**src/verilog/video_pkg.sv**
```systemverilog
package video_pkg;

    typedef logic [10:0] hcount_t;          // horizontal pixel counter
    typedef logic [9:0]  vcount_t;          // vertical line counter
    typedef logic [7:0]  color_t;           // palette index
    typedef logic [15:0] vaddr_t;           // vram word address
    typedef logic [15:0] word_t;            // vram and register data

    typedef struct packed {
        logic       hsync;                  // active high
        logic       vsync;                  // active high
        logic       h_blank;                // outside visible pixels
        logic       v_blank;                // outside visible lines
    } vid_sync_t;

    // visible area starts at count 0, then front porch, sync and back porch
    typedef struct packed {
        hcount_t    h_visible;
        hcount_t    h_front;
        hcount_t    h_sync;
        hcount_t    h_back;
        vcount_t    v_visible;
        vcount_t    v_front;
        vcount_t    v_sync;
        vcount_t    v_back;
    } vid_geom_t;

    localparam vid_geom_t DEFAULT_GEOM = '{
        h_visible: 11'd640,
        h_front:   11'd16,
        h_sync:    11'd96,
        h_back:    11'd48,
        v_visible: 10'd480,
        v_front:   10'd10,
        v_sync:    10'd2,
        v_back:    10'd33
    };

endpackage

```
**src/verilog/xr_pkg.sv**
```systemverilog
package xr_pkg;

    // register number, byte address on the bus is number * 4
    typedef enum logic [3:0] {
        XR_VID_CTRL     = 4'h0,
        XR_VID_LEFT     = 4'h1,
        XR_VID_RIGHT    = 4'h2,
        XR_VID_HSIZE    = 4'h3,             // read only
        XR_VID_VSIZE    = 4'h4,             // read only
        XR_PA_GFX_CTRL  = 4'h8,
        XR_PA_DISP_ADDR = 4'h9,
        XR_PA_LINE_LEN  = 4'hA
    } xr_reg_e;

    localparam logic [1:0] AXI_RESP_OKAY = 2'b00;

    typedef struct packed {
        video_pkg::color_t  border;         // color outside the window
        logic [6:0]         rsvd;
        logic               intr_en;        // vertical interrupt enable
    } vid_ctrl_t;

    typedef struct packed {
        video_pkg::color_t  colorbase;      // xor into every pixel index
        logic               blank;          // show border only
        logic [6:0]         rsvd;
    } gfx_ctrl_t;

    // one register word, meaning depends on the register number
    typedef union packed {
        video_pkg::word_t   raw;
        vid_ctrl_t          vid_ctrl;
        gfx_ctrl_t          gfx_ctrl;
    } xr_word_u;

    typedef struct packed {
        logic               blank;
        video_pkg::color_t  colorbase;
        video_pkg::color_t  border;
        video_pkg::hcount_t left;           // first windowed pixel
        video_pkg::hcount_t right;          // first pixel past the window
        video_pkg::vaddr_t  start_addr;     // line 0 address
        video_pkg::word_t   line_len;       // words per line
    } pf_cfg_t;

    typedef struct packed {
        logic               awvalid;
        logic [7:0]         awaddr;
        logic               wvalid;
        logic [31:0]        wdata;
        logic [3:0]         wstrb;
        logic               bready;
        logic               arvalid;
        logic [7:0]         araddr;
        logic               rready;
    } axil_req_t;

    typedef struct packed {
        logic               awready;
        logic               wready;
        logic               bvalid;
        logic [1:0]         bresp;
        logic               arready;
        logic               rvalid;
        logic [31:0]        rdata;
        logic [1:0]         rresp;
    } axil_rsp_t;

endpackage

```
**src/verilog/video_timing.sv**
```systemverilog
`timescale 1ns/10ps

module video_timing #(
    parameter video_pkg::vid_geom_t GEOM = video_pkg::DEFAULT_GEOM
) (
    input  wire logic                   clk,
    input  wire logic                   reset_i,
    output      video_pkg::hcount_t     h_count_o,
    output      video_pkg::vcount_t     v_count_o,
    output      video_pkg::vid_sync_t   sync_o,
    output      logic                   end_of_line_o,      // last pixel of each line
    output      logic                   end_of_frame_o,     // last pixel of the frame
    output      logic                   end_of_visible_o    // last visible pixel of the frame
);
    import video_pkg::*;

    localparam hcount_t H_SYNC_BEGIN = GEOM.h_visible + GEOM.h_front;
    localparam hcount_t H_SYNC_END   = H_SYNC_BEGIN + GEOM.h_sync;
    localparam hcount_t H_LAST       = H_SYNC_END + GEOM.h_back - 1'b1;
    localparam vcount_t V_SYNC_BEGIN = GEOM.v_visible + GEOM.v_front;
    localparam vcount_t V_SYNC_END   = V_SYNC_BEGIN + GEOM.v_sync;
    localparam vcount_t V_LAST       = V_SYNC_END + GEOM.v_back - 1'b1;
    localparam vcount_t V_VIS_LAST   = GEOM.v_visible - 1'b1;

    hcount_t    h_next;
    vcount_t    v_next;
    logic       h_wrap;

    always_comb begin
        h_wrap = (h_count_o == H_LAST);
        h_next = h_wrap ? '0 : h_count_o + 1'b1;
        v_next = v_count_o;
        if (h_wrap) begin
            v_next = (v_count_o == V_LAST) ? '0 : v_count_o + 1'b1;
        end
    end

    // everything is derived from the next count so the outputs stay aligned
    always_ff @(posedge clk) begin
        if (reset_i) begin
            h_count_o        <= '0;
            v_count_o        <= '0;
            sync_o           <= '0;                 // sync inactive, top left visible
            end_of_line_o    <= 1'b0;
            end_of_frame_o   <= 1'b0;
            end_of_visible_o <= 1'b0;
        end else begin
            h_count_o        <= h_next;
            v_count_o        <= v_next;

            sync_o.h_blank   <= (h_next >= GEOM.h_visible);
            sync_o.hsync     <= (h_next >= H_SYNC_BEGIN) && (h_next < H_SYNC_END);
            sync_o.v_blank   <= (v_next >= GEOM.v_visible);
            sync_o.vsync     <= (v_next >= V_SYNC_BEGIN) && (v_next < V_SYNC_END);

            end_of_line_o    <= (h_next == H_LAST);
            end_of_frame_o   <= (h_next == H_LAST) && (v_next == V_LAST);
            end_of_visible_o <= (h_next == H_LAST) && (v_next == V_VIS_LAST);
        end
    end

endmodule

```
**src/verilog/xr_regs.sv**
```systemverilog
`timescale 1ns/10ps

module xr_regs #(
    parameter video_pkg::vid_geom_t GEOM = video_pkg::DEFAULT_GEOM
) (
    input  wire logic                   clk,
    input  wire logic                   reset_i,
    input  wire xr_pkg::axil_req_t      axil_i,
    input  wire logic                   end_of_visible_i,
    output      xr_pkg::axil_rsp_t      axil_o,
    output      xr_pkg::pf_cfg_t        cfg_o,
    output      logic                   intr_o          // one pulse per frame
);
    import video_pkg::*;
    import xr_pkg::*;

    localparam word_t HSIZE = word_t'(GEOM.h_visible);
    localparam word_t VSIZE = word_t'(GEOM.v_visible);

    logic       intr_en;
    logic       bvalid;
    logic       rvalid;
    word_t      rdata;
    logic       wr_go;                      // write address and data taken
    logic       rd_go;                      // read address taken
    logic       wr_mapped;
    logic       rd_mapped;
    xr_reg_e    wr_reg;
    xr_reg_e    rd_reg;
    xr_word_u   wr_word;
    xr_word_u   rd_word;

    always_comb begin
        wr_go       = axil_i.awvalid & axil_i.wvalid & ~bvalid;
        rd_go       = axil_i.arvalid & ~rvalid;
        wr_mapped   = (axil_i.awaddr[7:6] == 2'b00);
        rd_mapped   = (axil_i.araddr[7:6] == 2'b00);
        wr_reg      = xr_reg_e'(axil_i.awaddr[5:2]);
        rd_reg      = xr_reg_e'(axil_i.araddr[5:2]);
        wr_word.raw = axil_i.wdata[15:0];
    end

    // register file, the new value is visible the cycle after the write
    always_ff @(posedge clk) begin
        if (reset_i) begin
            cfg_o.blank      <= 1'b1;               // playfield starts blanked
            cfg_o.colorbase  <= 8'h00;
            cfg_o.border     <= 8'h08;              // dark grey
            cfg_o.left       <= '0;
            cfg_o.right      <= GEOM.h_visible;
            cfg_o.start_addr <= '0;
            cfg_o.line_len   <= word_t'(GEOM.h_visible >> 1);
            intr_en          <= 1'b0;
        end else if (wr_go && wr_mapped) begin
            case (wr_reg)
                XR_VID_CTRL: begin
                    cfg_o.border <= wr_word.vid_ctrl.border;
                    intr_en      <= wr_word.vid_ctrl.intr_en;
                end
                XR_VID_LEFT: begin
                    cfg_o.left <= wr_word.raw[$bits(hcount_t)-1:0];
                end
                XR_VID_RIGHT: begin
                    cfg_o.right <= wr_word.raw[$bits(hcount_t)-1:0];
                end
                XR_PA_GFX_CTRL: begin
                    cfg_o.colorbase <= wr_word.gfx_ctrl.colorbase;
                    cfg_o.blank     <= wr_word.gfx_ctrl.blank;
                end
                XR_PA_DISP_ADDR: begin
                    cfg_o.start_addr <= wr_word.raw;
                end
                XR_PA_LINE_LEN: begin
                    cfg_o.line_len <= wr_word.raw;
                end
                default: begin                      // hsize/vsize and holes
                end
            endcase
        end
    end

    always_comb begin
        rd_word.raw = '0;                           // undefined bits read 0
        if (rd_mapped) begin
            case (rd_reg)
                XR_VID_CTRL: begin
                    rd_word.vid_ctrl.border  = cfg_o.border;
                    rd_word.vid_ctrl.intr_en = intr_en;
                end
                XR_VID_LEFT:     rd_word.raw = word_t'(cfg_o.left);
                XR_VID_RIGHT:    rd_word.raw = word_t'(cfg_o.right);
                XR_VID_HSIZE:    rd_word.raw = HSIZE;
                XR_VID_VSIZE:    rd_word.raw = VSIZE;
                XR_PA_GFX_CTRL: begin
                    rd_word.gfx_ctrl.colorbase = cfg_o.colorbase;
                    rd_word.gfx_ctrl.blank     = cfg_o.blank;
                end
                XR_PA_DISP_ADDR: rd_word.raw = cfg_o.start_addr;
                XR_PA_LINE_LEN:  rd_word.raw = cfg_o.line_len;
                default:         rd_word.raw = '0;
            endcase
        end
    end

    always_ff @(posedge clk) begin
        if (rd_go) begin
            rdata <= rd_word.raw;                   // held until the next read
        end
    end

    always_ff @(posedge clk) begin
        if (reset_i) begin
            bvalid <= 1'b0;
            rvalid <= 1'b0;
            intr_o <= 1'b0;
        end else begin
            if (wr_go) begin
                bvalid <= 1'b1;
            end else if (axil_i.bready) begin
                bvalid <= 1'b0;
            end
            if (rd_go) begin
                rvalid <= 1'b1;
            end else if (axil_i.rready) begin
                rvalid <= 1'b0;
            end
            intr_o <= end_of_visible_i & intr_en;  // vertical blank start
        end
    end

    always_comb begin
        axil_o         = '0;
        axil_o.awready = wr_go;
        axil_o.wready  = wr_go;
        axil_o.bvalid  = bvalid;
        axil_o.bresp   = AXI_RESP_OKAY;
        axil_o.arready = rd_go;
        axil_o.rvalid  = rvalid;
        axil_o.rdata   = {16'h0000, rdata};
        axil_o.rresp   = AXI_RESP_OKAY;
    end

endmodule

```
**src/verilog/bitmap_fetch.sv**
```systemverilog
`timescale 1ns/10ps

module bitmap_fetch #(
    parameter video_pkg::vid_geom_t GEOM = video_pkg::DEFAULT_GEOM
) (
    input  wire logic                   clk,
    input  wire logic                   reset_i,
    input  wire xr_pkg::pf_cfg_t        cfg_i,
    input  wire video_pkg::hcount_t     h_count_i,
    input  wire video_pkg::vcount_t     v_count_i,
    input  wire video_pkg::vid_sync_t   sync_i,
    input  wire logic                   end_of_line_i,
    input  wire logic                   end_of_frame_i,
    input  wire video_pkg::word_t       vram_data_i,    // valid one cycle after select
    output      logic                   vram_sel_o,
    output      video_pkg::vaddr_t      vram_addr_o,
    output      video_pkg::color_t      color_o,
    output      video_pkg::vid_sync_t   sync_o          // sync aligned with color_o
);
    import video_pkg::*;
    import xr_pkg::*;

    localparam int PIX_DELAY = 4;                       // counters to color_o
    localparam int PIPE_LEN  = PIX_DELAY - 1;           // last stage feeds the output reg

    typedef struct packed {
        vid_sync_t  sync;
        logic       odd;                                // low byte of the word
        logic       show;                               // bitmap pixel, else border
    } pix_tag_t;

    pix_tag_t                   tag_in;
    pix_tag_t                   tag_out;
    pix_tag_t [PIPE_LEN-1:0]    tag_pipe;
    vaddr_t                     line_addr;              // word address of the current line
    logic                       fetch;
    logic                       vram_rd;                // data arrives this cycle
    word_t                      pix_word;
    color_t                     pix_byte;

    // one word per pixel pair, fetched on the even pixel
    always_comb begin
        fetch       = ~cfg_i.blank & ~sync_i.h_blank & ~sync_i.v_blank & ~h_count_i[0];
        tag_in.sync = sync_i;
        tag_in.odd  = h_count_i[0];
        tag_in.show = ~cfg_i.blank && (h_count_i >= cfg_i.left) && (h_count_i < cfg_i.right);
    end

    always_ff @(posedge clk) begin
        if (reset_i) begin
            line_addr <= '0;
        end else if (end_of_frame_i) begin
            line_addr <= cfg_i.start_addr;              // new frame
        end else if (end_of_line_i && (v_count_i < GEOM.v_visible)) begin
            line_addr <= line_addr + cfg_i.line_len;
        end
    end

    always_ff @(posedge clk) begin
        if (reset_i) begin
            vram_sel_o <= 1'b0;
            vram_rd    <= 1'b0;
            tag_pipe   <= '0;
        end else begin
            vram_sel_o <= fetch;
            vram_rd    <= vram_sel_o;
            tag_pipe   <= {tag_pipe[PIPE_LEN-2:0], tag_in};
        end
    end

    always_ff @(posedge clk) begin
        vram_addr_o <= line_addr + vaddr_t'(h_count_i[$bits(hcount_t)-1:1]);
        if (vram_rd) begin
            pix_word <= vram_data_i;                    // kept for both pixels
        end
    end

    assign tag_out  = tag_pipe[PIPE_LEN-1];
    assign pix_byte = tag_out.odd ? pix_word[7:0] : pix_word[15:8];  // high byte first

    always_ff @(posedge clk) begin
        if (reset_i) begin
            color_o <= '0;
            sync_o  <= '0;
        end else begin
            sync_o <= tag_out.sync;
            if (tag_out.sync.h_blank || tag_out.sync.v_blank) begin
                color_o <= '0;
            end else if (tag_out.show) begin
                color_o <= pix_byte ^ cfg_i.colorbase;
            end else begin
                color_o <= cfg_i.border;
            end
        end
    end

endmodule

```
**src/verilog/video_gen.sv**
```systemverilog
`timescale 1ns/10ps

module video_gen #(
    parameter video_pkg::vid_geom_t GEOM = video_pkg::DEFAULT_GEOM
) (
    input  wire logic                   clk,
    input  wire logic                   reset_i,
    input  wire xr_pkg::axil_req_t      axil_i,         // cpu register bus
    output      xr_pkg::axil_rsp_t      axil_o,
    output      logic                   intr_o,         // vertical interrupt
    output      logic                   vram_sel_o,
    output      video_pkg::vaddr_t      vram_addr_o,
    input  wire video_pkg::word_t       vram_data_i,
    output      video_pkg::color_t      color_o,        // palette index
    output      logic                   hsync_o,
    output      logic                   vsync_o,
    output      logic                   h_blank_o,
    output      logic                   v_blank_o
);
    import video_pkg::*;
    import xr_pkg::*;

    hcount_t    h_count;
    vcount_t    v_count;
    vid_sync_t  tim_sync;                               // at counter time
    vid_sync_t  pix_sync;                               // at pixel output time
    logic       end_of_line;
    logic       end_of_frame;
    logic       end_of_visible;
    pf_cfg_t    pf_cfg;

    video_timing #(
        .GEOM(GEOM)
    ) i_video_timing (
        .clk(clk),
        .reset_i(reset_i),
        .h_count_o(h_count),
        .v_count_o(v_count),
        .sync_o(tim_sync),
        .end_of_line_o(end_of_line),
        .end_of_frame_o(end_of_frame),
        .end_of_visible_o(end_of_visible)
    );

    xr_regs #(
        .GEOM(GEOM)
    ) i_xr_regs (
        .clk(clk),
        .reset_i(reset_i),
        .axil_i(axil_i),
        .end_of_visible_i(end_of_visible),
        .axil_o(axil_o),
        .cfg_o(pf_cfg),
        .intr_o(intr_o)
    );

    bitmap_fetch #(
        .GEOM(GEOM)
    ) i_bitmap_fetch (
        .clk(clk),
        .reset_i(reset_i),
        .cfg_i(pf_cfg),
        .h_count_i(h_count),
        .v_count_i(v_count),
        .sync_i(tim_sync),
        .end_of_line_i(end_of_line),
        .end_of_frame_i(end_of_frame),
        .vram_data_i(vram_data_i),
        .vram_sel_o(vram_sel_o),
        .vram_addr_o(vram_addr_o),
        .color_o(color_o),
        .sync_o(pix_sync)
    );

    assign hsync_o   = pix_sync.hsync;
    assign vsync_o   = pix_sync.vsync;
    assign h_blank_o = pix_sync.h_blank;
    assign v_blank_o = pix_sync.v_blank;

endmodule

```
**config.mk**
```make
export PLATFORM = sky130hd
export DESIGN_NAME = video_gen
export DESIGN_NICKNAME = d
export VERILOG_FILES = /design/src/verilog/video_pkg.sv /design/src/verilog/xr_pkg.sv /design/src/verilog/video_timing.sv /design/src/verilog/xr_regs.sv /design/src/verilog/bitmap_fetch.sv /design/src/verilog/video_gen.sv
export SDC_FILE = /design/constraint.sdc
export NUM_CORES = 1
export LEC_CHECK = 0
export BUFFER_PORTS_ARGS = -buffer_cell sky130_fd_sc_hd__buf_4
export CORE_UTILIZATION = 52
export DETAILED_ROUTE_END_ITERATION = 8
export PLACE_DENSITY = 0.84
export SYNTH_ARGS = -nofsm -noshare
export SYNTH_HDL_FRONTEND = slang
export SYNTH_SLANG_ARGS = --single-unit
```
**constraint.sdc**
```tcl
create_clock -name clk -period 6.8 [get_ports clk]
set_input_delay 0.68 -clock clk [delete_from_list [all_inputs] [get_ports clk]]
set_output_delay 0.68 -clock clk [all_outputs]
set_load 0.03 [all_outputs]
```
=== After elaboration in Yosys (flattened, before gate mapping) ===
Index checks and enable logic that the tools add are counted.

* Input bits: 75
* Word-level logic and storage cells: 132
* Output and inout bits: 71
* Bits in registers: 199

* Reduce and logical (&&, ||, !) cells: 24
* Bitwise logic cells: 14
* Muxes and demuxes: 15
* Order comparisons: 9
* Equality and inequality tests: 17
* $add $sub $neg: 4

{| class="wikitable"
|+ Operators with widths
! cell !! count
|-
| 8-bit case mux with 8 select lines || 1
|-
| 16-bit 2-to-1 mux || 2
|-
| 6-bit case mux with 5 select lines || 1
|-
| 4-bit == test (second input constant) || 6
|-
| 11-bit by 10-bit == test with 1-bit output (second input constant) || 2
|-
| 11-bit by 10-bit greater-or-equal comparator with 1-bit output (second input constant) || 2
|-
| 10-bit == test (second input constant) || 2
|-
| 10-bit by 9-bit greater-or-equal comparator with 1-bit output (second input constant) || 2
|-
| 10-bit by 9-bit < comparator with 1-bit output (second input constant) || 2
|-
| 10-bit 2-to-1 mux || 2
|-
| 16-bit by 10-bit adder with 16-bit output || 1
|-
| 16-bit adder || 1
|-
| 8-bit 2-to-1 mux || 2
|-
| 4-bit by 2-bit == test with 1-bit output (second input constant) || 3
|-
| 2-bit AND reduction || 6
|-
| 11-bit by 1-bit adder with 11-bit output (second input constant) || 1
|-
| 11-bit greater-or-equal comparator || 1
|-
| 11-bit by 10-bit < comparator with 1-bit output (second input constant) || 1
|-
| 11-bit < comparator || 1
|-
| 11-bit 2-to-1 mux || 1
|-
| 10-bit by 1-bit adder with 10-bit output (second input constant) || 1
|-
| 10-bit by 9-bit == test with 1-bit output (second input constant) || 1
|-
| 4-bit by 1-bit == test with 1-bit output (second input constant) || 2
|-
| 1-bit logical AND || 8
|-
| other kinds (12) || 31
|}

=== Logic depth before layout (Yosys ltp) ===
Gate-level depths: netlist of the first run.

* Word-level depth: 5
* Gate-level depth with buffers: 10
* Depth with buffers taken out: 10

=== Cells and area by module ===
Synthesis of the first run repeated with hierarchy kept, for this count alone.

* Cells, all modules: 1144
* Area total of the unflattened synthesis: 10712.8 um^2

{| class="wikitable"
|+ By module, submodules not included
! module !! cells an instance !! instances !! seq. area each (um^2) !! area each (um^2)
|-
| bitmap_fetch || 477 || 1 || 1761.7 || 4516.8
|-
| xr_regs || 448 || 1 || 1981.9 || 4385.5
|-
| video_timing || 219 || 1 || 560.5 || 1810.5
|}

=== Worst setup path after synthesis of the first run ===
Ideal clock, no wire load.

* Kind: in2out
* Start point: input port axil_i[9] (netlist bit)
* End point: output port axil_o[35] (netlist bit)
* Required time: 6.120 ns
* Arrival time: 1.780 ns
* Setup slack: 4.340 ns
* Stages: 2
* Buffers on the path: 1
* Path through: nor2b_1 -> buf_4

{| class="wikitable"
|+ RTL lines
! item !! RTL line !! text
|-
| from (decl) || video_gen.sv:8 || <nowiki>input wire xr_pkg::axil_req_t axil_i,</nowiki>
|-
| to (decl) || video_gen.sv:9 || <nowiki>output xr_pkg::axil_rsp_t axil_o,</nowiki>
|}

=== Worst setup path after layout of the first run ===
* Start point: register i_video_timing.h_count_o[1]
* End point: register i_video_timing.end_of_frame_o

* Word-level cells in the longest chain between the ends: 4
* Elaborated cells on any way between the ends: 7
* Classes of those cells: 1 x add/sub; 3 x eq/ne; 2 x mux; 1 x reduce/logical

{| class="wikitable"
|+ Ends and longest elaborated chain
! item !! RTL line !! text
|-
| from (decl) || video_timing.sv:8 || <nowiki>output video_pkg::hcount_t h_count_o,</nowiki>
|-
| from (signal assigned) || video_timing.sv:48 || <nowiki>h_count_o <= h_next;</nowiki>
|-
| 11-bit by 1-bit adder with 11-bit output or 11-bit by 10-bit == test with 1-bit output (tied branches) || video_timing.sv:31, video_timing.sv:30 ||
|-
| 11-bit 2-to-1 mux or 10-bit 2-to-1 mux (tied branches) || video_timing.sv:31, video_timing.sv:33 ||
|-
| 11-bit by 10-bit == test with 1-bit output or 10-bit == test (tied branches) || video_timing.sv:57 || <nowiki>end_of_frame_o <= (h_next == H_LAST) && (v_next == V_LAST);</nowiki>
|-
| 1-bit logical AND (*) || video_timing.sv:57 ||
|-
| to (signal assigned) || video_timing.sv:57 ||
|-
| to (decl) || video_timing.sv:12 || <nowiki>output logic end_of_frame_o,</nowiki>
|}

Mark *: on every way between the ends. The rest lies on a longest branch, timed or not.
A chain may end at the register's enable or synchronous reset.

==> reports/qor.txt, run 1 <==
Root Buffer: clkbuf_16
Final Skew: 0.0118 ns
Worst EP required: 7.16 ns
Die ar.: 19500 µm²
1st-iter DRT viols: 780
Global-route wire length before repair: 38600 µm
Largest net degree at the start of global routing: 67
Vias post-DR: 8310
Share of cells above drive strength 1: 12.6%
Origin of the critical flop-to-flop path: i_video_timing.h_count_o[1]
# port buffers: 101
Pwr dens: 211 nW/µm²
Top FF cell, synth: dfxtp_1
Final WL: 24200 µm
Num rows: 49
Leak Pwr: 4.29 nW
Drt via density: 5.84
Final ANT Viol Nets: 0
Worst setup SP type: register
GRT Util Overall: 25.2%
Final setup TNS: 0 ns
H-tree Lvls: 4
Max-slew violations: 0
Fin crit share: 49.0%
CTS Sinks: 199
Antenna diodes: 0
Worst Setup End Kind: register
Die Y: 139 µm
Vias in the first global route: 7753
RD Place Congestion: 0.897
Fin. Hold Viols: 0
Mapped Cells: 1122
TritonCTS clock tree: built
Slew headroom: 9.70%
Syn-to-layout area delta: 13.2%
Residual DRC count: 0
Post-CTS setup buffers: 0
Yosys cell types: 75
Minimum clock period: 3.33 ns
Final Worst Setup Slack: 3.47 ns
Place WS: 3.54 ns
Psw: 0.569 mW
CTS Buf Count: 17
CP Launch Point: i_video_timing.h_count_o[1]
Min-Delay Path Class: in2reg
Hpwl dp: 17500 µm
Worst path arrival time: 3.69 ns
Syn_area_per_cell: 8.76 µm²
VDD IR max: 199 µV
Worst skew pair latency: 0.45 ns
Ports: 146
Avg WL per Cell: 17.0 µm
Hold buffers post-CTS: 0
Least-Margin Pin Slew: 1.34 ns
Switching share of power: 24.2%
Post-synth EDFFs: 32
CP Cell Sequence: ha_1 > and4_1 > nand4_2 > or2_1 > nor3b_1 > a21oi_1 > or4b_1 > nor4_2
Initial Util: 53.8%
Synthesized flop and latch total: 199
Flop pwr share: 51.6%
Max cap viols: 0
Combinational fraction of design power: 6.2%
Hold path start: vram_data_i[8]
PostCTS Resize Cnt: 0
Mapped Area: 9830 µm²
Cell Int Power: 1.78 mW
Critical path type: reg2reg
Crit path max fanout: 14
Die Span X: 139 µm
Clock network power share: 42.2%
RSZ-0062 raised after global routing: no
Status: completed
Deepest clock path buffer count: 2
YS warnings: 0
Initial antenna violation count: 0
DRT Pass-1 Iters: 8
CP max-delay cell: or4b_1
Total gr overflow: 0
Final setup fails: 0
Async S/R FF share, synth: 0%
Seq/Total Area, Yosys: 43.8%
Max stage delay on crit path: 0.57 ns
Fmax: 300 MHz
CORE AREA: 18300 µm²
CTS clk-pin slew, worst paths: 0.07 ns
Nets: 1308
## sequential cells by signal, indices dropped and copies added, names as in the netlist, 6 cells and up
signal and count:
i_bitmap_fetch.color_o 8, i_bitmap_fetch.tag_pipe 12, i_xr_regs.cfg_o 71, i_bitmap_fetch.pix_word 16
i_bitmap_fetch.vram_addr_o 16, i_xr_regs.rdata 16, i_bitmap_fetch.tag_out 6, i_bitmap_fetch.line_addr 16
i_video_timing.h_count_o 11, i_video_timing.v_count_o 10
## routing by layer
metal	share of wire, %	up-vias	global-route usage, %
met5	0	-	0
met4	2.2	0	11.2
met3	8.1	46	5.33
met2	48	361	41.8
met1	42	3902	31.7
li1	-	4001	-
## final timing paths
check	end	slack (ns)	depth (start not counted)
max	i_video_timing.end_of_frame_o	3.47	8
min	i_bitmap_fetch.pix_word[8]	0.41	1
max reg2reg	i_video_timing.end_of_frame_o	3.47	8
min reg2reg	i_bitmap_fetch.tag_out[5]	0.44	1
## kinds of logic (layout without fill, tap and decap cells)
kind of cell	Yosys count	after routing	synth area share (%)
adders and majority gates	52	52	6.77
buffers and inverters	123	176	5.80
AOI/OAI and AO/OA	253	253	16.2
muxes	35	35	3.58
and+or+nand+nor	417	417	20.1
DFF	199	199	43.8
other	1	20	0.0381
xor gates and xnor gates	42	42	3.74
## layout make-up
| type | instances | area [µm²] |
|---|---|---|
| Fill cell | 1540 | 7140 |
| Multi-Input combinational cell | 819 | 5030 |
| Sequential cell | 199 | 4300 |
| Timing Repair Buffer | 105 | 788 |
| Clock buffer | 23 | 499 |
| Tap cell | 229 | 287 |
| Inverter | 39 | 146 |
| Clock inverter | 9 | 75.1 |
## through the flow
stage	cells	util, %	cell area, µm²	power (mW)	hold WS [ns]
floorplan	1141	-	9900	1.34	0.414
global placement	1391	57.8	10600	1.38	0.419
detailed placement	1391	57.8	10600	1.38	0.422
CTS	1423	60.9	11100	2.36	0.398
global route	1423	60.9	11100	2.42	0.393
finish	1423	60.9	11100	2.35	0.408
## placed cells by master (no fill, tap or decap), types with 9 or more instances in the layout
cell type	n
ha_1	50
o21a_1	10
clkbuf_16	18
nand2_1	181
inv_1	38
nand3_1	18
nand2b_1	10
nor2b_1	30
and3_1	13
conb_1	20
buf_4	105
a21oi_1	109
mux2i_1	34
o21ai_0	32
nor3_1	24
a22oi_1	16
dfxtp_1	167
a221oi_1	12
xnor2_1	27
a21o_1	11
xor2_1	15
nor2_1	90
a211oi_1	10
a31oi_1	9
edfxtp_1	32
## worst max-delay path, delay by kind of cell (launching register included)
family,cells,cell delay [ns]
AND/OR/NAND/NOR,6,2.16
flip-flops,1,0.52
adder cells (fa/ha/maj),1,0.46
AO/OA/AOI/OAI,1,0.09
## power groups by stage
stage | registers (mW) | logic [mW] | clock network, mW
2_1_floorplan | 1.25 | 0.0857 | 0
3_3_place_gp | 1.24 | 0.143 | 0
3_5_place_dp | 1.24 | 0.145 | 0
4_1_cts | 1.21 | 0.146 | 1.00
5_1_grt | 1.21 | 0.156 | 1.05
6_report | 1.21 | 0.146 | 0.992
## synth_stat cells, drive strengths merged (18+ instances only)
library cell | n | area, µm²
nor2b | 31 | 194
o21ai | 33 | 165
a21oi | 109 | 546
buf | 38 | 250
dfxtp | 167 | 3340
edfxtp | 32 | 961
inv | 38 | 143
nor3 | 24 | 120
mux2i | 34 | 340
nor2 | 90 | 338
ha | 50 | 626
nand2 | 181 | 679
nand3 | 18 | 90.1
clkbuf | 46 | 174
xnor2 | 27 | 236
No activity file was read; power rests on OpenSTA's default activity.
==> run 2, diff against run 1 <==
--- a/config.mk
+++ b/config.mk
@@ -8,7 +8,7 @@
 export BUFFER_PORTS_ARGS = -buffer_cell sky130_fd_sc_hd__buf_4
 export CORE_UTILIZATION = 52
 export DETAILED_ROUTE_END_ITERATION = 8
-export PLACE_DENSITY = 0.84
+export PLACE_DENSITY = 0.87
 export SYNTH_ARGS = -nofsm -noshare
 export SYNTH_HDL_FRONTEND = slang
 export SYNTH_SLANG_ARGS = --single-unit
==> constraint.sdc (replaced) <==
create_clock -name clk -period 2.95 [get_ports clk]
set_input_delay 0.295 -clock clk [delete_from_list [all_inputs] [get_ports clk]]
set_output_delay 0.295 -clock clk [all_outputs]
set_load 0.03 [all_outputs]
==> run 2 against run 1 <==
  * Maximum frequency grew 25%
  * Critical path depth is the same
  * Final cell count grew 1.9%
  * Cell area grew 2.0%
  * Clock skew shrank 0.0010 ns
  * Via count grew 0.88%
  * Hold slack lost 0.39 ns
  * Core utilization grew 1.2 points
  * Critical path type unchanged
==> reports/qor.txt, run 2 (synthesized netlist as in run 1, its figures left out) <==
Fin. Hold Viols: 0 (unchanged)
Pwr dens: 485 nW/µm² (was 211 nW/µm²)
Root Buffer: clkbuf_16 (unchanged)
Syn-to-layout area delta: 15.5% (was 13.2%)
Final setup TNS: 0 ns (unchanged)
Final setup fails: 0 (unchanged)
H-tree Lvls: 4 (unchanged)
Largest net degree at the start of global routing: 94 (was 67)
Hpwl dp: 18100 µm (was 17500 µm)
Worst hold stages: 1 (unchanged)
Clock network power share: 42.9% (was 42.2%)
Min-Delay Path Class: in2reg (unchanged)
CTS Sinks: 199 (unchanged)
Die Y: 139 µm (unchanged)
Nets: 1335 (was 1308)
Worst Setup End Kind: register (unchanged)
Die Span X: 139 µm (unchanged)
Reg-to-Reg End: i_video_timing.end_of_frame_o (unchanged)
DR WL met2: 11700 µm (was 11500 µm)
Worst R2R Path Depth: 8 (unchanged)
TritonCTS clock tree: built (unchanged)
Final Worst Setup Slack: 0.285 ns (was 3.47 ns)
Flop pwr share: 50.7% (was 51.6%)
GRT Util Overall: 25.5% (was 25.2%)
Final ANT Viol Nets: 0 (unchanged)
Top reg by flops: i_xr_regs.cfg_o (unchanged)
Vias post-DR: 8383 (was 8310)
Crit path max fanout: 10 (was 14)
Status: completed (unchanged)
RD Place Congestion: 0.915 (was 0.897)
Antenna diodes: 0 (unchanged)
Max cap viols: 0 (unchanged)
Hold buffers post-CTS: 0 (unchanged)
DRT Pass-1 Iters: 4 (was 8)
Initial antenna violation count: 0 (unchanged)
CTS Buf Count: 17 (unchanged)
Hold endpoint: i_bitmap_fetch.pix_word[4] (was i_bitmap_fetch.pix_word[8])
Worst setup SP type: register (unchanged)
Slew headroom: 33.8% (was 9.70%)
Met1 wire length: 10200 µm (about the same)
Global-route wire length before repair: 39200 µm (was 38600 µm)
Worst EP required: 3.31 ns (was 7.16 ns)
Final Skew: 0.0108 ns (was 0.0118 ns)
CTS clk-pin slew, worst paths: 0.07 ns (about the same)
Top sig layer: met4 (unchanged)
RSZ-0062 raised after global routing: no (unchanged)
Max reg flops: 71 (unchanged)
Total power: 5.51 mW (was 2.35 mW)
VDD IR max: 450 µV (was 199 µV)
Origin of the critical flop-to-flop path: i_video_timing.h_count_o[6] (was i_video_timing.h_count_o[1])
Reg2Reg Setup Slack: 0.28 ns (was 3.47 ns)
Critical path type: reg2reg (unchanged)
Place WS: 0.339 ns (was 3.54 ns)
Deepest clock path buffer count: 2 (unchanged)
Final WL: 24500 µm (was 24200 µm)
1st-iter DRT viols: 727 (was 780)
Combinational fraction of design power: 6.4% (was 6.2%)
Minimum clock period: 2.67 ns (was 3.33 ns)
CORE AREA: 18300 µm² (unchanged)
Fin crit share: 90.4% (was 49.0%)
Drt via density: 5.78 (was 5.84)
Metal3 WL: 1900 µm (was 1950 µm)
Switching share of power: 23.5% (was 24.2%)
Worst path arrival time: 3.03 ns (was 3.69 ns)
Ports: 146 (unchanged)
Share of cells above drive strength 1: 14.5% (was 12.6%)
Commonest non-fill, non-tap cells in the layout: 181 x nand2_1, 167 x dfxtp_1, 132 x buf_4, 109 x a21oi_1, 90 x nor2_1 (was 181 x nand2_1, 167 x dfxtp_1, 109 x a21oi_1, 105 x buf_4, 90 x nor2_1)
PostCTS Resize Cnt: 0 (unchanged)
Residual DRC count: 0 (unchanged)
Least-Margin Pin Slew: 0.994 ns (was 1.34 ns)
Vias in the first global route: 7804 (was 7753)
Avg WL per Cell: 16.9 µm (was 17.0 µm)
Fmax: 375 MHz (was 300 MHz)
Leak Pwr: 4.44 nW (was 4.29 nW)
Hold path start: vram_data_i[4] (was vram_data_i[8])
Worst skew pair latency: 0.45 ns (about the same)
Initial Util: 53.8% (unchanged)
Num rows: 49 (unchanged)
Psw: 1.29 mW (was 0.569 mW)
Cell Int Power: 4.21 mW (was 1.78 mW)
Die ar.: 19500 µm² (unchanged)
Most common cell after layout, fill and taps aside: nand2_1 (unchanged)
Post-CTS setup buffers: 0 (unchanged)
# port buffers: 101 (unchanged)
Total gr overflow: 0 (unchanged)
Max-slew violations: 0 (unchanged)
[run 2: area by class of cell]
cell class | count | area (µm²)
Fill cell | 1513 | 6910
Clock buffer | 20 | 458
Clock inverter | 12 | 140
Multi-Input combinational cell | 819 | 5030
Inverter | 39 | 146
Tap cell | 229 | 287
Sequential cell | 199 | 4300
Timing Repair Buffer | 132 | 991
[run 2: worst max-delay path, cell delays in order (launching register included)]
cell and delay, ns:
dfxtp_1 0.44, buf_4 0.22, nor4_4 0.36, nand4_2 0.15, or2_1 0.30, nor3b_1 0.20
a21oi_1 0.09, or4b_1 0.56, nor4_2 0.27
[run 2: through the flow]
step                      utilization, %  cells  hold slack (ns)  area (µm²)
after floorplan                        -   1141            0.374        9900
after global placement              58.9   1418            0.417       10800
after detailed placement            58.9   1418            0.422       10800
after CTS                           62.2   1450           0.0101       11400
after global routing                62.2   1450          0.00755       11400
final                               62.2   1450           0.0194       11400
[run 2: power groups by stage]
stage / registers (mW) / logic, mW / clock network (mW)
floorplan: 2.88 / 0.198 / 0
global placement: 2.85 / 0.342 / 0
detailed placement: 2.85 / 0.346 / 0
CTS: 2.79 / 0.348 / 2.39
global route: 2.79 / 0.374 / 2.50
finish: 2.79 / 0.352 / 2.36
[run 2: metal layers]
layer	track usage, %	vias up
li1	-	4062
met1	32.5	3895
met2	42.3	364
met3	4.47	62
met4	11.5	0
met5	0	-
[run 2: how the worst max path moves through the flow]
stage | start | endpoint | slack [ns] | depth (start not counted)
CTS | i_video_timing.h_count_o[6] | i_video_timing.end_of_frame_o | 0.29 | 8
floorplan | i_video_timing.h_count_o[4] | i_video_timing.end_of_frame_o | 0.52 | 8
finish | i_video_timing.h_count_o[6] | i_video_timing.end_of_frame_o | 0.28 | 8
global route | i_video_timing.h_count_o[6] | i_video_timing.end_of_frame_o | 0.12 | 8
detailed placement | i_video_timing.h_count_o[6] | i_video_timing.end_of_frame_o | 0.34 | 8
global placement | i_video_timing.h_count_o[6] | i_video_timing.end_of_frame_o | 0.34 | 8
==> run 3, diff against run 2 <==
--- a/config.mk
+++ b/config.mk
@@ -6,9 +6,11 @@
 export NUM_CORES = 1
 export LEC_CHECK = 0
 export BUFFER_PORTS_ARGS = -buffer_cell sky130_fd_sc_hd__buf_4
-export CORE_UTILIZATION = 52
+export CELL_PAD_IN_SITES_DETAIL_PLACEMENT = 1
+export CELL_PAD_IN_SITES_GLOBAL_PLACEMENT = 2
+export CORE_UTILIZATION = 37
 export DETAILED_ROUTE_END_ITERATION = 8
-export PLACE_DENSITY = 0.87
+export PLACE_DENSITY = 0.94
 export SYNTH_ARGS = -nofsm -noshare
 export SYNTH_HDL_FRONTEND = slang
 export SYNTH_SLANG_ARGS = --single-unit
==> constraint.sdc (replaced) <==
create_clock -name clk -period 3.45 [get_ports clk]
set_input_delay 0.345 -clock clk [delete_from_list [all_inputs] [get_ports clk]]
set_output_delay 0.345 -clock clk [all_outputs]
set_load 0.03 [all_outputs]
==> run 3 against run 2 <==
  * Total power fell by 12%
  * Sequential share of layout area fell by 0.37 points
  * Worst setup slack improved by 0.30 ns
  * Combinational power fell by 12%
  * Cell area rose by 0.99%
  * Register-to-register slack improved by 0.30 ns
  * Via count rose by 0.39%
  * Clock skew rose by 0.0093 ns
  * Die area rose by 40%
  * Critical endpoint unchanged
  * Largest cell class unchanged
  * Largest power group unchanged
  * Highest routed layer unchanged
==> reports/qor.txt, run 3 (synthesized netlist as in run 1, its figures left out) <==
Global-route wire length before repair: 46100 µm (was 39200 µm)
Worst skew pair latency: 0.46 ns (was 0.45 ns)
Nets: 1328 (was 1335)
CORE AREA: 26100 µm² (was 18300 µm²)
GRT Util Overall: 22.0% (was 25.5%)
Buf/Inv on CP: 0 (was 1)
Fmax: 349 MHz (was 375 MHz)
Crit path max fanout: 11 (was 10)
CTS clk-pin slew, worst paths: 0.08 ns (was 0.07 ns)
CTS Buf Count: 17 (unchanged)
Pwr dens: 420 nW/µm² (was 485 nW/µm²)
Hold slack final: 0.0593 ns (was 0.0194 ns)
Die Y: 165 µm (was 139 µm)
Critical path type: reg2reg (unchanged)
Leak Pwr: 4.41 nW (was 4.44 nW)
Worst EP required: 3.82 ns (was 3.31 ns)
DRT Pass-1 Iters: 5 (was 4)
Final WL: 29200 µm (was 24500 µm)
Drt via density: 5.43 (was 5.78)
Hold buffers post-CTS: 0 (unchanged)
Share of cells above drive strength 1: 14.3% (was 14.5%)
RD Place Congestion: 0.860 (was 0.915)
Die Span X: 165 µm (was 139 µm)
Worst R2R Path Depth: 7 (was 8)
Die ar.: 27200 µm² (was 19500 µm²)
Worst path top cell family by delay: simple AND/OR/NAND/NOR gates (unchanged)
Vias in the first global route: 8527 (was 7804)
VDD IR max: 264 µV (was 450 µV)
Max stage delay on crit path: 0.65 ns (was 0.56 ns)
Max reg flops: 71 (unchanged)
Most common cell after layout, fill and taps aside: nand2_1 (unchanged)
Final setup fails: 0 (unchanged)
Fin. Hold Viols: 0 (unchanged)
CTS Sinks: 199 (unchanged)
Deepest clock path buffer count: 2 (unchanged)
Post-CTS setup buffers: 0 (unchanged)
CP max-delay cell: dfxtp_1 (was or4b_1)
Max cap viols: 0 (unchanged)
PostCTS Resize Cnt: 0 (unchanged)
RSZ-0062 raised after global routing: no (unchanged)
Initial antenna violation count: 0 (unchanged)
Final setup TNS: 0 ns (unchanged)
Worst path arrival time: 3.24 ns (was 3.03 ns)
Min-Delay Path Class: in2reg (unchanged)
Vias post-DR: 8416 (was 8383)
Residual DRC count: 0 (unchanged)
CP Cell Sequence: nand3_1 > or3_1 > xnor2_1 > nor4bb_1 > nor4b_2 > or4b_1 > nor4_2 (was buf_4 > nor4_4 > nand4_2 > or2_1 > nor3b_1 > a21oi_1 > or4b_1 > nor4_2)
Least-Margin Pin Slew: 0.915 ns (was 0.994 ns)
Initial Util: 37.7% (was 53.8%)
Worst setup SP type: register (unchanged)
Syn-to-layout area delta: 16.7% (was 15.5%)
Hpwl dp: 21400 µm (was 18100 µm)
Total gr overflow: 0 (unchanged)
Levels on crit path: 7 (was 8)
Antenna diodes: 0 (unchanged)
Worst Setup End Kind: register (unchanged)
Status: completed (unchanged)
Final Skew: 0.0201 ns (was 0.0108 ns)
TritonCTS clock tree: built (unchanged)
Root Buffer: clkbuf_16 (unchanged)
Slew headroom: 38.8% (was 33.8%)
Ports: 146 (unchanged)
Largest net degree at the start of global routing: 61 (was 94)
Fin crit share: 83.1% (was 90.4%)
Minimum clock period: 2.87 ns (was 2.67 ns)
1st-iter DRT viols: 559 (was 727)
Commonest non-fill, non-tap cells in the layout: 181 x nand2_1, 167 x dfxtp_1, 125 x buf_4, 109 x a21oi_1, 90 x nor2_1 (was 181 x nand2_1, 167 x dfxtp_1, 132 x buf_4, 109 x a21oi_1, 90 x nor2_1)
Num rows: 59 (was 49)
Worst hold stages: 2 (was 1)
Final ANT Viol Nets: 0 (unchanged)
Top reg by flops: i_xr_regs.cfg_o (unchanged)
Avg WL per Cell: 18.9 µm (was 16.9 µm)
H-tree Lvls: 4 (unchanged)
Max-slew violations: 0 (unchanged)
# port buffers: 101 (unchanged)
## run 3: cell types whose count changed in the layout (fill, tap and decap cells not counted), sizes merged
cell / before / now
clkbuf: 20 / 17
inv: 42 / 48
buf: 132 / 125
bufinv: 2 / 0
clkinv: 6 / 5
## run 3: stage by stage
step                util [%]  std cells  power, mW  area (µm²)  setup WS, ns
floorplan                  -       1141       2.63        9900          1.02
global placement        41.6       1517       2.74       10800         0.658
detailed placement      41.6       1517       2.75       10800         0.615
CTS                     44.0       1549       4.85       11500         0.587
global route            44.0       1549       4.96       11500         0.391
finish                  44.0       1549       4.82       11500         0.583
## run 3: power by group
part / internal (mW) / leakage [nW] / total (mW) / switching, mW
Sequential: 2.37 / 1.65 / 2.39 / 0.0152
Clock: 1.02 / 0.302 / 2.12 / 1.11
Combinational: 0.104 / 2.46 / 0.308 / 0.203
Total: 3.49 / 4.41 / 4.82 / 1.33
## run 3: area by class of cell
class,instances,area (µm²)
clock inverter,15,205
sequential,199,4300
timing repair buffer,125,938
tap,335,419
fill,3082,14600
clock buffer,17,425
inverter,39,146
multi-input combinational,819,5030
## run 3: metal layers
layer | track usage [%] | vias to the layer above | wire [µm]
met5 | 0 | - | 0
met1 | 28.3 | 4161 | 13300
li1 | - | 4032 | -
met3 | 3.79 | 33 | 1310
met4 | 7.34 | 0 | 528
met2 | 37.1 | 190 | 14000
## run 3: path summary, 6_finish.rpt
| path | to | from | slack, ns |
|---|---|---|---|
| worst min register to register | i_bitmap_fetch.tag_pipe[8] | i_bitmap_fetch.tag_pipe[2] | 0.44 |
| worst max-delay path | i_video_timing.end_of_frame_o | i_video_timing.h_count_o[4] | 0.58 |
| worst min-delay path | i_xr_regs.rvalid | axil_i[0] | 0.06 |
| worst max register to register | i_video_timing.end_of_frame_o | i_video_timing.h_count_o[4] | 0.58 |
